==> src/hdl/slice_cfg.svh <==
`ifndef SLICE_CFG_SVH
`define SLICE_CFG_SVH

// Datapath width, one machine word.
`define DATA_W 32

// Register number width, 32 architectural registers.
`define REG_ADDR_W 5

// PC carried by a bubble in the ID/EX register.
`define RESET_PC 32'h0000_0000

`endif

==> src/hdl/isaPkg.sv <==
package isaPkg;

    // ========================================
    // Primary opcode field, instWord[31:26].
    // ========================================
    typedef enum logic [5:0] {
        OP_RTYPE = 6'h00,
        OP_J     = 6'h02,
        OP_BEQ   = 6'h04,
        OP_BNE   = 6'h05,
        OP_ADDI  = 6'h08,
        OP_ORI   = 6'h0d,
        OP_LUI   = 6'h0f
    } opcodeT;

    // ========================================
    // Function field of R-type words, instWord[5:0].
    // ========================================
    typedef enum logic [5:0] {
        FN_SLL  = 6'h00,
        FN_SRL  = 6'h02,
        FN_MFHI = 6'h10,
        FN_MTHI = 6'h11,
        FN_MFLO = 6'h12,
        FN_MTLO = 6'h13,
        FN_ADD  = 6'h20,
        FN_SUB  = 6'h22,
        FN_AND  = 6'h24,
        FN_OR   = 6'h25,
        FN_XOR  = 6'h26,
        FN_SLT  = 6'h2a
    } functT;

endpackage

==> src/hdl/pipePkg.sv <==
package pipePkg;

    // Operation performed by the execute stage.
    typedef enum logic [3:0] {
        ALU_ADD    = 4'd0,   // Zero so that a bubble decodes as ADD.
        ALU_SUB    = 4'd1,
        ALU_AND    = 4'd2,
        ALU_OR     = 4'd3,
        ALU_XOR    = 4'd4,
        ALU_SLT    = 4'd5,
        ALU_SLL    = 4'd6,
        ALU_SRL    = 4'd7,
        ALU_LUI    = 4'd8,
        ALU_PASSHI = 4'd9,
        ALU_PASSLO = 4'd10
    } aluOpT;

    typedef enum logic [1:0] {
        BR_NONE = 2'd0,
        BR_EQ   = 2'd1,
        BR_NE   = 2'd2,
        BR_JUMP = 2'd3
    } branchT;

    // Which instruction field names the destination register.
    typedef enum logic {
        DST_RT = 1'b0,
        DST_RD = 1'b1
    } regDstT;

endpackage

==> src/hdl/execUnit.sv <==
`timescale 1ns/1ps
`include "slice_cfg.svh"

module execUnit import pipePkg::*; (
    input  logic               clk,
    input  logic               arstN,
    input  logic               validE,
    input  logic [`DATA_W-1:0] pcE,
    input  logic [`DATA_W-1:0] srcAE,
    input  logic [`DATA_W-1:0] srcBE,
    input  logic [`DATA_W-1:0] immE,
    input  logic [4:0]         saE,
    input  aluOpT              aluOpE,
    input  logic               aluSrcImmE,
    input  branchT             branchE,
    input  logic [25:0]        jumpTargetE,
    input  logic               regWriteE,
    input  logic               hiWriteE,
    input  logic               loWriteE,
    input  logic               resReady,
    output logic               resValid,
    output logic [`DATA_W-1:0] resData,
    output logic               resWrite,
    output logic               takenE,
    output logic [`DATA_W-1:0] redirectPc
);

    logic [`DATA_W-1:0] opB;
    logic [`DATA_W-1:0] hi;
    logic [`DATA_W-1:0] lo;
    logic [`DATA_W-1:0] pcPlus4;
    logic               accepted;

    // ========================================
    // ALU.
    // ========================================
    assign opB = aluSrcImmE ? immE : srcBE;

    always_comb begin
        case (aluOpE)
            ALU_ADD:    resData = srcAE + opB;
            ALU_SUB:    resData = srcAE - opB;
            ALU_AND:    resData = srcAE & opB;
            ALU_OR:     resData = srcAE | opB;
            ALU_XOR:    resData = srcAE ^ opB;
            ALU_SLT:    resData = {{(`DATA_W-1){1'b0}}, $signed(srcAE) < $signed(opB)};
            ALU_SLL:    resData = opB << saE;   // Shifts act on rt.
            ALU_SRL:    resData = opB >> saE;
            ALU_LUI:    resData = {opB[15:0], 16'h0000};
            ALU_PASSHI: resData = hi;
            ALU_PASSLO: resData = lo;
            default:    resData = '0;
        endcase
    end

    // ========================================
    // Branch and jump resolution.
    // ========================================
    assign pcPlus4 = pcE + `DATA_W'd4;

    always_comb begin
        case (branchE)
            BR_EQ:   takenE = validE & (srcAE == srcBE);
            BR_NE:   takenE = validE & (srcAE != srcBE);
            BR_JUMP: takenE = validE;
            default: takenE = 1'b0;
        endcase
    end

    assign redirectPc = (branchE == BR_JUMP)
                      ? {pcPlus4[`DATA_W-1:28], jumpTargetE, 2'b00}
                      : pcPlus4 + {immE[`DATA_W-3:0], 2'b00};

    assign resValid = validE;
    assign resWrite = validE & regWriteE;
    assign accepted = validE & resReady;

    // HI and LO change only when the MTHI or MTLO result leaves.
    always_ff @(posedge clk or negedge arstN) begin
        if (!arstN) begin
            hi <= '0;
            lo <= '0;
        end else if (accepted) begin
            if (hiWriteE) hi <= srcAE;
            if (loWriteE) lo <= srcAE;
        end
    end

endmodule

==> src/hdl/hazardCtrl.sv <==
`timescale 1ns/1ps
`include "slice_cfg.svh"

module hazardCtrl (
    input  logic [`REG_ADDR_W-1:0] rs,
    input  logic [`REG_ADDR_W-1:0] rt,
    input  logic [`REG_ADDR_W-1:0] destE,
    input  logic                   regWriteE,
    input  logic                   validE,
    input  logic                   resReady,
    input  logic                   takenE,
    input  logic                   instValid,
    output logic                   fwdA,
    output logic                   fwdB,
    output logic                   stallE,
    output logic                   flushE
);

    logic writerE;

    // The E item will have written its register by the time D is loaded.
    assign writerE = validE & regWriteE & (destE != '0);

    assign fwdA = writerE & (rs == destE);
    assign fwdB = writerE & (rt == destE);

    assign stallE = validE & ~resReady;   // Result not taken, so E must hold.

    // A bubble goes in when the D item is squashed by a taken branch or
    // when there is no instruction to load. Never while E is held.
    assign flushE = ~stallE & (takenE | ~instValid);

endmodule

==> src/hdl/idExReg.sv <==
`timescale 1ns/1ps
`include "slice_cfg.svh"

module idExReg import pipePkg::*; (
    input  logic                   clk,
    input  logic                   arstN,
    input  logic                   stallE,
    input  logic                   flushE,

    input  logic                   validD,
    input  logic [`DATA_W-1:0]     pcD,
    input  logic [`DATA_W-1:0]     srcA,
    input  logic [`DATA_W-1:0]     srcB,
    input  logic [`DATA_W-1:0]     imm,
    input  logic [4:0]             sa,
    input  logic [`REG_ADDR_W-1:0] dest,
    input  aluOpT                  aluOp,
    input  logic                   aluSrcImm,
    input  branchT                 branch,
    input  logic [25:0]            jumpTarget,
    input  logic                   regWrite,
    input  logic                   hiWrite,
    input  logic                   loWrite,

    output logic                   validE,
    output logic [`DATA_W-1:0]     pcE,
    output logic [`DATA_W-1:0]     srcAE,
    output logic [`DATA_W-1:0]     srcBE,
    output logic [`DATA_W-1:0]     immE,
    output logic [4:0]             saE,
    output logic [`REG_ADDR_W-1:0] destE,
    output aluOpT                  aluOpE,
    output logic                   aluSrcImmE,
    output branchT                 branchE,
    output logic [25:0]            jumpTargetE,
    output logic                   regWriteE,
    output logic                   hiWriteE,
    output logic                   loWriteE
);

    always_ff @(posedge clk or negedge arstN) begin
        if (!arstN) begin
            validE      <= 1'b0;
            pcE         <= `RESET_PC;
            srcAE       <= '0;
            srcBE       <= '0;
            immE        <= '0;
            saE         <= '0;
            destE       <= '0;
            aluOpE      <= ALU_ADD;
            aluSrcImmE  <= 1'b0;
            branchE     <= BR_NONE;
            jumpTargetE <= '0;
            regWriteE   <= 1'b0;
            hiWriteE    <= 1'b0;
            loWriteE    <= 1'b0;
        end else if (flushE) begin   // Bubble.
            validE      <= 1'b0;
            pcE         <= `RESET_PC;
            srcAE       <= '0;
            srcBE       <= '0;
            immE        <= '0;
            saE         <= '0;
            destE       <= '0;
            aluOpE      <= ALU_ADD;
            aluSrcImmE  <= 1'b0;
            branchE     <= BR_NONE;
            jumpTargetE <= '0;
            regWriteE   <= 1'b0;
            hiWriteE    <= 1'b0;
            loWriteE    <= 1'b0;
        end else if (!stallE) begin
            validE      <= validD;
            pcE         <= pcD;
            srcAE       <= srcA;
            srcBE       <= srcB;
            immE        <= imm;
            saE         <= sa;
            destE       <= dest;
            aluOpE      <= aluOp;
            aluSrcImmE  <= aluSrcImm;
            branchE     <= branch;
            jumpTargetE <= jumpTarget;
            regWriteE   <= regWrite;
            hiWriteE    <= hiWrite;
            loWriteE    <= loWrite;
        end
    end

endmodule

==> src/hdl/idExSlice.sv <==
`timescale 1ns/1ps
`include "slice_cfg.svh"

module idExSlice import pipePkg::*; (
    input  logic                   clk,
    input  logic                   arstN,
    input  logic                   instValid,
    output logic                   instReady,
    input  logic [`DATA_W-1:0]     instWord,
    input  logic [`DATA_W-1:0]     instPc,
    output logic                   resValid,
    input  logic                   resReady,
    output logic [`DATA_W-1:0]     resData,
    output logic [`REG_ADDR_W-1:0] resDest,
    output logic                   resWrite,
    output logic                   redirectValid,
    output logic [`DATA_W-1:0]     redirectPc
);

    // ========================================
    // Decode stage.
    // ========================================
    logic [`REG_ADDR_W-1:0] rsD, rtD, destD;
    logic [`DATA_W-1:0]     immD, rdataA, rdataB, srcAD, srcBD;
    logic [4:0]             saD;
    aluOpT                  aluOpD;
    branchT                 branchD;
    logic [25:0]            jumpTargetD;
    logic                   aluSrcImmD, regWriteD, hiWriteD, loWriteD;
    logic                   fwdA, fwdB, stallE, flushE;

    // ========================================
    // Execute stage.
    // ========================================
    logic                   validE, aluSrcImmE, regWriteE, hiWriteE, loWriteE, takenE;
    logic [`DATA_W-1:0]     pcE, srcAE, srcBE, immE;
    logic [4:0]             saE;
    logic [`REG_ADDR_W-1:0] destE;
    aluOpT                  aluOpE;
    branchT                 branchE;
    logic [25:0]            jumpTargetE;

    regFile uRegFile (
        .clk(clk), .arstN(arstN),
        .raddrA(rsD), .raddrB(rtD), .rdataA(rdataA), .rdataB(rdataB),
        .we(resValid & resReady & resWrite), .waddr(resDest), .wdata(resData)
    );

    instDecoder uDecoder (
        .instWord(instWord), .rs(rsD), .rt(rtD), .dest(destD), .imm(immD), .sa(saD),
        .aluOp(aluOpD), .aluSrcImm(aluSrcImmD), .branch(branchD), .jumpTarget(jumpTargetD),
        .regWrite(regWriteD), .hiWrite(hiWriteD), .loWrite(loWriteD), .illegal()
    );

    hazardCtrl uHazard (
        .rs(rsD), .rt(rtD), .destE(destE), .regWriteE(regWriteE), .validE(validE),
        .resReady(resReady), .takenE(takenE), .instValid(instValid),
        .fwdA(fwdA), .fwdB(fwdB), .stallE(stallE), .flushE(flushE)
    );

    assign srcAD = fwdA ? resData : rdataA;   // Bypass from the E stage.
    assign srcBD = fwdB ? resData : rdataB;

    idExReg uIdEx (
        .clk(clk), .arstN(arstN), .stallE(stallE), .flushE(flushE),
        .validD(instValid), .pcD(instPc), .srcA(srcAD), .srcB(srcBD), .imm(immD), .sa(saD),
        .dest(destD), .aluOp(aluOpD), .aluSrcImm(aluSrcImmD), .branch(branchD),
        .jumpTarget(jumpTargetD), .regWrite(regWriteD), .hiWrite(hiWriteD), .loWrite(loWriteD),
        .validE(validE), .pcE(pcE), .srcAE(srcAE), .srcBE(srcBE), .immE(immE), .saE(saE),
        .destE(destE), .aluOpE(aluOpE), .aluSrcImmE(aluSrcImmE), .branchE(branchE),
        .jumpTargetE(jumpTargetE), .regWriteE(regWriteE), .hiWriteE(hiWriteE),
        .loWriteE(loWriteE)
    );

    execUnit uExec (
        .clk(clk), .arstN(arstN), .validE(validE), .pcE(pcE), .srcAE(srcAE), .srcBE(srcBE),
        .immE(immE), .saE(saE), .aluOpE(aluOpE), .aluSrcImmE(aluSrcImmE), .branchE(branchE),
        .jumpTargetE(jumpTargetE), .regWriteE(regWriteE), .hiWriteE(hiWriteE),
        .loWriteE(loWriteE), .resReady(resReady), .resValid(resValid), .resData(resData),
        .resWrite(resWrite), .takenE(takenE), .redirectPc(redirectPc)
    );

    assign instReady     = ~stallE;
    assign resDest       = destE;
    assign redirectValid = takenE;

endmodule

==> src/hdl/instDecoder.sv <==
`timescale 1ns/1ps
`include "slice_cfg.svh"

module instDecoder import isaPkg::*, pipePkg::*; (
    input  logic [`DATA_W-1:0]     instWord,
    output logic [`REG_ADDR_W-1:0] rs,
    output logic [`REG_ADDR_W-1:0] rt,
    output logic [`REG_ADDR_W-1:0] dest,
    output logic [`DATA_W-1:0]     imm,
    output logic [4:0]             sa,
    output aluOpT                  aluOp,
    output logic                   aluSrcImm,
    output branchT                 branch,
    output logic [25:0]            jumpTarget,
    output logic                   regWrite,
    output logic                   hiWrite,
    output logic                   loWrite,
    output logic                   illegal
);

    opcodeT                 opcode;
    functT                  funct;
    logic [`REG_ADDR_W-1:0] rd;
    logic [15:0]            imm16;
    regDstT                 regDst;
    logic                   zeroExt;
    logic                   regWriteRaw;
    logic                   hiWriteRaw;
    logic                   loWriteRaw;

    // ========================================
    // Field extraction.
    // ========================================
    assign opcode     = opcodeT'(instWord[31:26]);
    assign funct      = functT'(instWord[5:0]);
    assign rs         = instWord[25:21];
    assign rt         = instWord[20:16];
    assign rd         = instWord[15:11];
    assign sa         = instWord[10:6];
    assign imm16      = instWord[15:0];
    assign jumpTarget = instWord[25:0];

    assign imm  = zeroExt ? {{(`DATA_W-16){1'b0}}, imm16} : {{(`DATA_W-16){imm16[15]}}, imm16};
    assign dest = (regDst == DST_RD) ? rd : rt;

    // ========================================
    // Control fields.
    // ========================================
    always_comb begin
        regDst      = DST_RT;
        aluOp       = ALU_ADD;
        aluSrcImm   = 1'b0;
        branch      = BR_NONE;
        zeroExt     = 1'b0;
        regWriteRaw = 1'b0;
        hiWriteRaw  = 1'b0;
        loWriteRaw  = 1'b0;
        illegal     = 1'b0;
        case (opcode)
            OP_RTYPE: begin
                regDst      = DST_RD;
                regWriteRaw = 1'b1;
                case (funct)
                    FN_ADD:  aluOp = ALU_ADD;
                    FN_SUB:  aluOp = ALU_SUB;
                    FN_AND:  aluOp = ALU_AND;
                    FN_OR:   aluOp = ALU_OR;
                    FN_XOR:  aluOp = ALU_XOR;
                    FN_SLT:  aluOp = ALU_SLT;
                    FN_SLL:  aluOp = ALU_SLL;
                    FN_SRL:  aluOp = ALU_SRL;
                    FN_MFHI: aluOp = ALU_PASSHI;
                    FN_MFLO: aluOp = ALU_PASSLO;
                    FN_MTHI: begin
                        regWriteRaw = 1'b0;
                        hiWriteRaw  = 1'b1;   // HI takes rs.
                    end
                    FN_MTLO: begin
                        regWriteRaw = 1'b0;
                        loWriteRaw  = 1'b1;
                    end
                    default: illegal = 1'b1;
                endcase
            end
            OP_ADDI: begin
                aluSrcImm   = 1'b1;
                regWriteRaw = 1'b1;
            end
            OP_ORI: begin
                aluOp       = ALU_OR;
                aluSrcImm   = 1'b1;
                zeroExt     = 1'b1;
                regWriteRaw = 1'b1;
            end
            OP_LUI: begin
                aluOp       = ALU_LUI;
                aluSrcImm   = 1'b1;
                regWriteRaw = 1'b1;
            end
            OP_BEQ:  branch = BR_EQ;
            OP_BNE:  branch = BR_NE;
            OP_J:    branch = BR_JUMP;
            default: illegal = 1'b1;
        endcase
    end

    // An unknown word travels on as a no-op.
    assign regWrite = regWriteRaw & ~illegal;
    assign hiWrite  = hiWriteRaw & ~illegal;
    assign loWrite  = loWriteRaw & ~illegal;

endmodule

==> src/hdl/regFile.sv <==
`timescale 1ns/1ps
`include "slice_cfg.svh"

module regFile (
    input  logic                   clk,
    input  logic                   arstN,
    input  logic [`REG_ADDR_W-1:0] raddrA,
    input  logic [`REG_ADDR_W-1:0] raddrB,
    output logic [`DATA_W-1:0]     rdataA,
    output logic [`DATA_W-1:0]     rdataB,
    input  logic                   we,
    input  logic [`REG_ADDR_W-1:0] waddr,
    input  logic [`DATA_W-1:0]     wdata
);

    localparam int NumRegs = 1 << `REG_ADDR_W;

    logic [`DATA_W-1:0] regs [NumRegs];

    always_ff @(posedge clk or negedge arstN) begin
        if (!arstN) begin
            for (int i = 0; i < NumRegs; i++) begin
                regs[i] <= '0;
            end
        end else if (we && waddr != '0) begin   // Register 0 stays zero.
            regs[waddr] <= wdata;
        end
    end

    // Reads see the value before this edge's write.
    assign rdataA = (raddrA == '0) ? '0 : regs[raddrA];
    assign rdataB = (raddrB == '0) ? '0 : regs[raddrB];

endmodule

==> config.mk <==
export PLATFORM = sky130hd
export DESIGN_NAME = idExSlice
export DESIGN_NICKNAME = d
export VERILOG_FILES = /design/src/hdl/isaPkg.sv /design/src/hdl/pipePkg.sv /design/src/hdl/execUnit.sv /design/src/hdl/hazardCtrl.sv /design/src/hdl/idExReg.sv /design/src/hdl/idExSlice.sv /design/src/hdl/instDecoder.sv /design/src/hdl/regFile.sv
export VERILOG_INCLUDE_DIRS = /design/src /design/src/hdl
export SDC_FILE = /design/constraint.sdc
export NUM_CORES = 2
export LEC_CHECK = 0
export ABC_AREA = 1
export BUFFER_PORTS_ARGS = -buffer_cell sky130_fd_sc_hd__buf_4
export CORE_ASPECT_RATIO = 1.4
export CORE_MARGIN = 4
export CORE_UTILIZATION = 45
export CTS_CLUSTER_SIZE = 12
export DETAILED_ROUTE_END_ITERATION = 16
export PLACE_DENSITY = 0.68
export RECOVER_POWER = 25
export SETUP_SLACK_MARGIN = 0.2
export SLEW_MARGIN = 20
export SYNTH_ARGS = -nofsm -noshare
export SYNTH_HDL_FRONTEND = slang
export SYNTH_HIERARCHICAL = 1
export SYNTH_SLANG_ARGS = --single-unit
==> constraint.sdc <==
create_clock -name clk -period 8.55 [get_ports clk]
set_clock_uncertainty 0.15 [all_clocks]
set_input_delay 1.2825 -clock clk [delete_from_list [all_inputs] [get_ports clk]]
set_output_delay 1.2825 -clock clk [all_outputs]
set_load 0.01 [all_outputs]
==> out/results.md <==
Synth
• 6 — number of warnings reported in the yosys synthesis log
• 6.544 um^2 — Synth Area per Inst
• 12830 — Synth Net Count
• 82570 um^2 — Cell Area, Synth
• 12620 — number of instances in the synthesized netlist

Detailed routing
• 138000 um — metal1 wirelength
• 10820 — DRC violation total after the first TritonRoute iteration
• 0 — Detail Route Antenna Nets
• 5.972 — post-detailed-route via-to-cell ratio
• 367100 um — wire length reported by the detailed router
• 0 — DR DRC count
• 8 — number of detailed-routing iterations run before antenna repair
• 86850 — total number of vias
• 25.25 um — routed length per instance
• 168700 um — total length of routed met2 wires
• 32800 um — metal3 WL
• met5 — top layer reached by signal wires

Clocking
• 0 — number of instances resized during post-cts repair
• clkbuf_16 — root buffer cell
• 0.06 ns — Reg clk slew, reported paths
• 4 — depth of the CTS H-tree
• done — TritonCTS clock tree
• 0 — number of post-CTS setup repair buffers
• 0.81 ns — worst-skew pair later-pin latency
• 136 — number of buffers created by CTS
• 0 — Hold Buf Count CTS
• 1263 — sinks on the clock net
• 3 — Longest Clk Path Bufs

Finish
• 18740 — number of fill cells in the layout
• 6.138% — Area Growth Syn to Fin
• 12220 — Layout Nets
• 5.683% — fraction of final layout cells with drive strength greater than 1
• 48.17% — Core Util, Final

Setup path
• register to primary output — critical path class
• primary output — Critical Path Sink Type
• 8 — maximum fanout count along the critical path
• 15 — length in cells of the worst reg-to-reg path
• register — nature of the critical path startpoint
• uIdEx/immE[9]$_DFFE_PN0P_ — startpoint of the most critical register-to-register path
• uRegFile/regs[538]$_DFFE_PN0P_ — end of the worst register-to-register path
• resData[30] — last element of the critical path
• uIdEx/immE[9]$_DFFE_PN0P_ — Critical path origin
• 5.64 ns — data arrival time of the worst path
• 2.35 ns — flop-to-flop setup slack
• 7.12 ns — critical path data required time

Floorplan
• 185 — row cnt
• 45.39% — effective utilization at floorplan
• 190500 um^2 — overall die area
• 370.0 um — floorplan die width
• 181900 um^2 — area of the core
• 514.8 um — die height
• 141 — IO Pins

STA
• 7.073 ns — minimum period implied by the final worst setup slack
• 0 — Final Hold Viols
• no — unrepaired setup endpoints after global routing
• 0 ns — Setup TNS
• 1.477 ns — post-route setup slack
• 225 — number of slew-limit violations in the final report
• 6.082 ns — slew at the pin with the worst max-slew slack
• -305.5% — Max-Slew Margin vs Limit
• 0 — final number of setup-violating endpoints
• 0.2526 ns — Worst Hold Slack
• 82.72% — post-route clock period utilization
• 141.4 MHz — highest achievable clock rate

Worst hold path
• uRegFile/regs[993]$_DFFE_PN0P_ — hold path startpoint
• register to register — hold crit path type
• 0 — WHS Path Cells

Run status
• max-capacitance violations, max-slew violations — violated checks
• complete, but fails checks — status

Global route
• 11 — number of antenna violations at the first check in global routing
• 81330 — vias in the first global route
• 186 — largest net degree at the start of global routing
• 537700 um — first-pass GRT wire length
• 0 — overflow left after global routing
• 37.52% — All-Layer GR Usage

Power and ir drop
• 0.0001875 V — maximum vdd ir drop
• 41.94 nW — leakage
• 179.9 nW/um^2 — power density over the cells

Place
• 2.476 ns — dpl ws
• 1.080 — routability congestion estimate
• 239800 um — DP HPWL
• 140 — PortBufs

Job
• 3 — number of max-cap violations

[per-stage QoR]
stage | cells | instance area (um^2) | power [mW]
6_report | 14540 | 87640 | 15.77
5_1_grt | 14540 | 87640 | 16.31
4_1_cts | 14540 | 87680 | 15.77
3_5_place_dp | 14310 | 83380 | 9.881
3_3_place_gp | 14310 | 83380 | 9.887
2_1_floorplan | 12620 | 82570 | 8.298
[where the power goes]
part | internal [mW] | switching (mW)
clock | 3.28 | 2.60
combinational | 0.814 | 2.85
sequential | 6.05 | 0.160
total | 10.1 | 5.62
[how the worst min path moves through the flow]
stage / end / slack [ns]
after global routing: uRegFile/regs[993]$_DFFE_PN0P_ / 0.26
after floorplan: uRegFile/regs[1000]$_DFFE_PN0P_ / 0.30
after CTS: uExec/hi[12]$_DFFE_PN0P_ / 0.24
after detailed placement: uRegFile/regs[1013]$_DFFE_PN0P_ / 0.24
final: uRegFile/regs[993]$_DFFE_PN0P_ / 0.25
after global placement: uRegFile/regs[1013]$_DFFE_PN0P_ / 0.24
[routing by layer]
metal,global-route usage (%),up-vias
met5,0,-
met4,23.19,8
met3,6.522,1094
met2,60.23,4883
met1,47.04,41330
li1,-,39530
[area by class of cell]
class,instances,area [um^2],area share [%]
Tap cell,2431,3042,3.471
Clock inverter,26,287.8,0.3284
Clock buffer,203,4008,4.573
Multi-Input combinational cell,9781,44200,50.43
Timing Repair Buffer,283,2354,2.685
Inverter,551,2136,2.437
Antenna cell,3,7.507,0.008566
Sequential cell,1263,31610,36.07
[state kept, by name, indices dropped and copies added (netlist names), 26 cells and up]
signal	cells
uIdEx/srcAE	32
uRegFile/regs	1024
uIdEx/immE	32
uExec/lo	32
uIdEx/jumpTargetE	26
uIdEx/srcBE	32
uExec/hi	32
uIdEx/pcE	32
[layout by cell type (no fill, tap or decap), types with 26 or more instances in the layout]
cell type and count:
nor2_1 1103, ha_1 136, nand2_2 67, dfrtp_1 1260, a21oi_1 744, clkbuf_8 31
o21ai_0 707, clkbuf_1 40, o21ai_1 38, o211ai_1 26, xnor2_1 33, nand2_1 4513
nand3_1 2091, nand4_1 62, buf_4 252, inv_1 505, clkbuf_16 138, nor3_1 43
[critical path, cell delays in order (launching register included)]
cell and delay [ns]:
dfrtp_1 0.43, inv_1 0.61, nand2_1 0.22, nand2_1 0.27
ha_1 0.38, nand2_1 0.30, inv_1 0.07, a21oi_1 0.56
nand3_1 0.48, nand2_1 0.25, nand2_1 0.09, nand2_1 0.19
nand3_1 0.10, nand3_1 0.11, nand3_1 0.41, buf_4 0.33
Power figures use the tool's default switching activity.
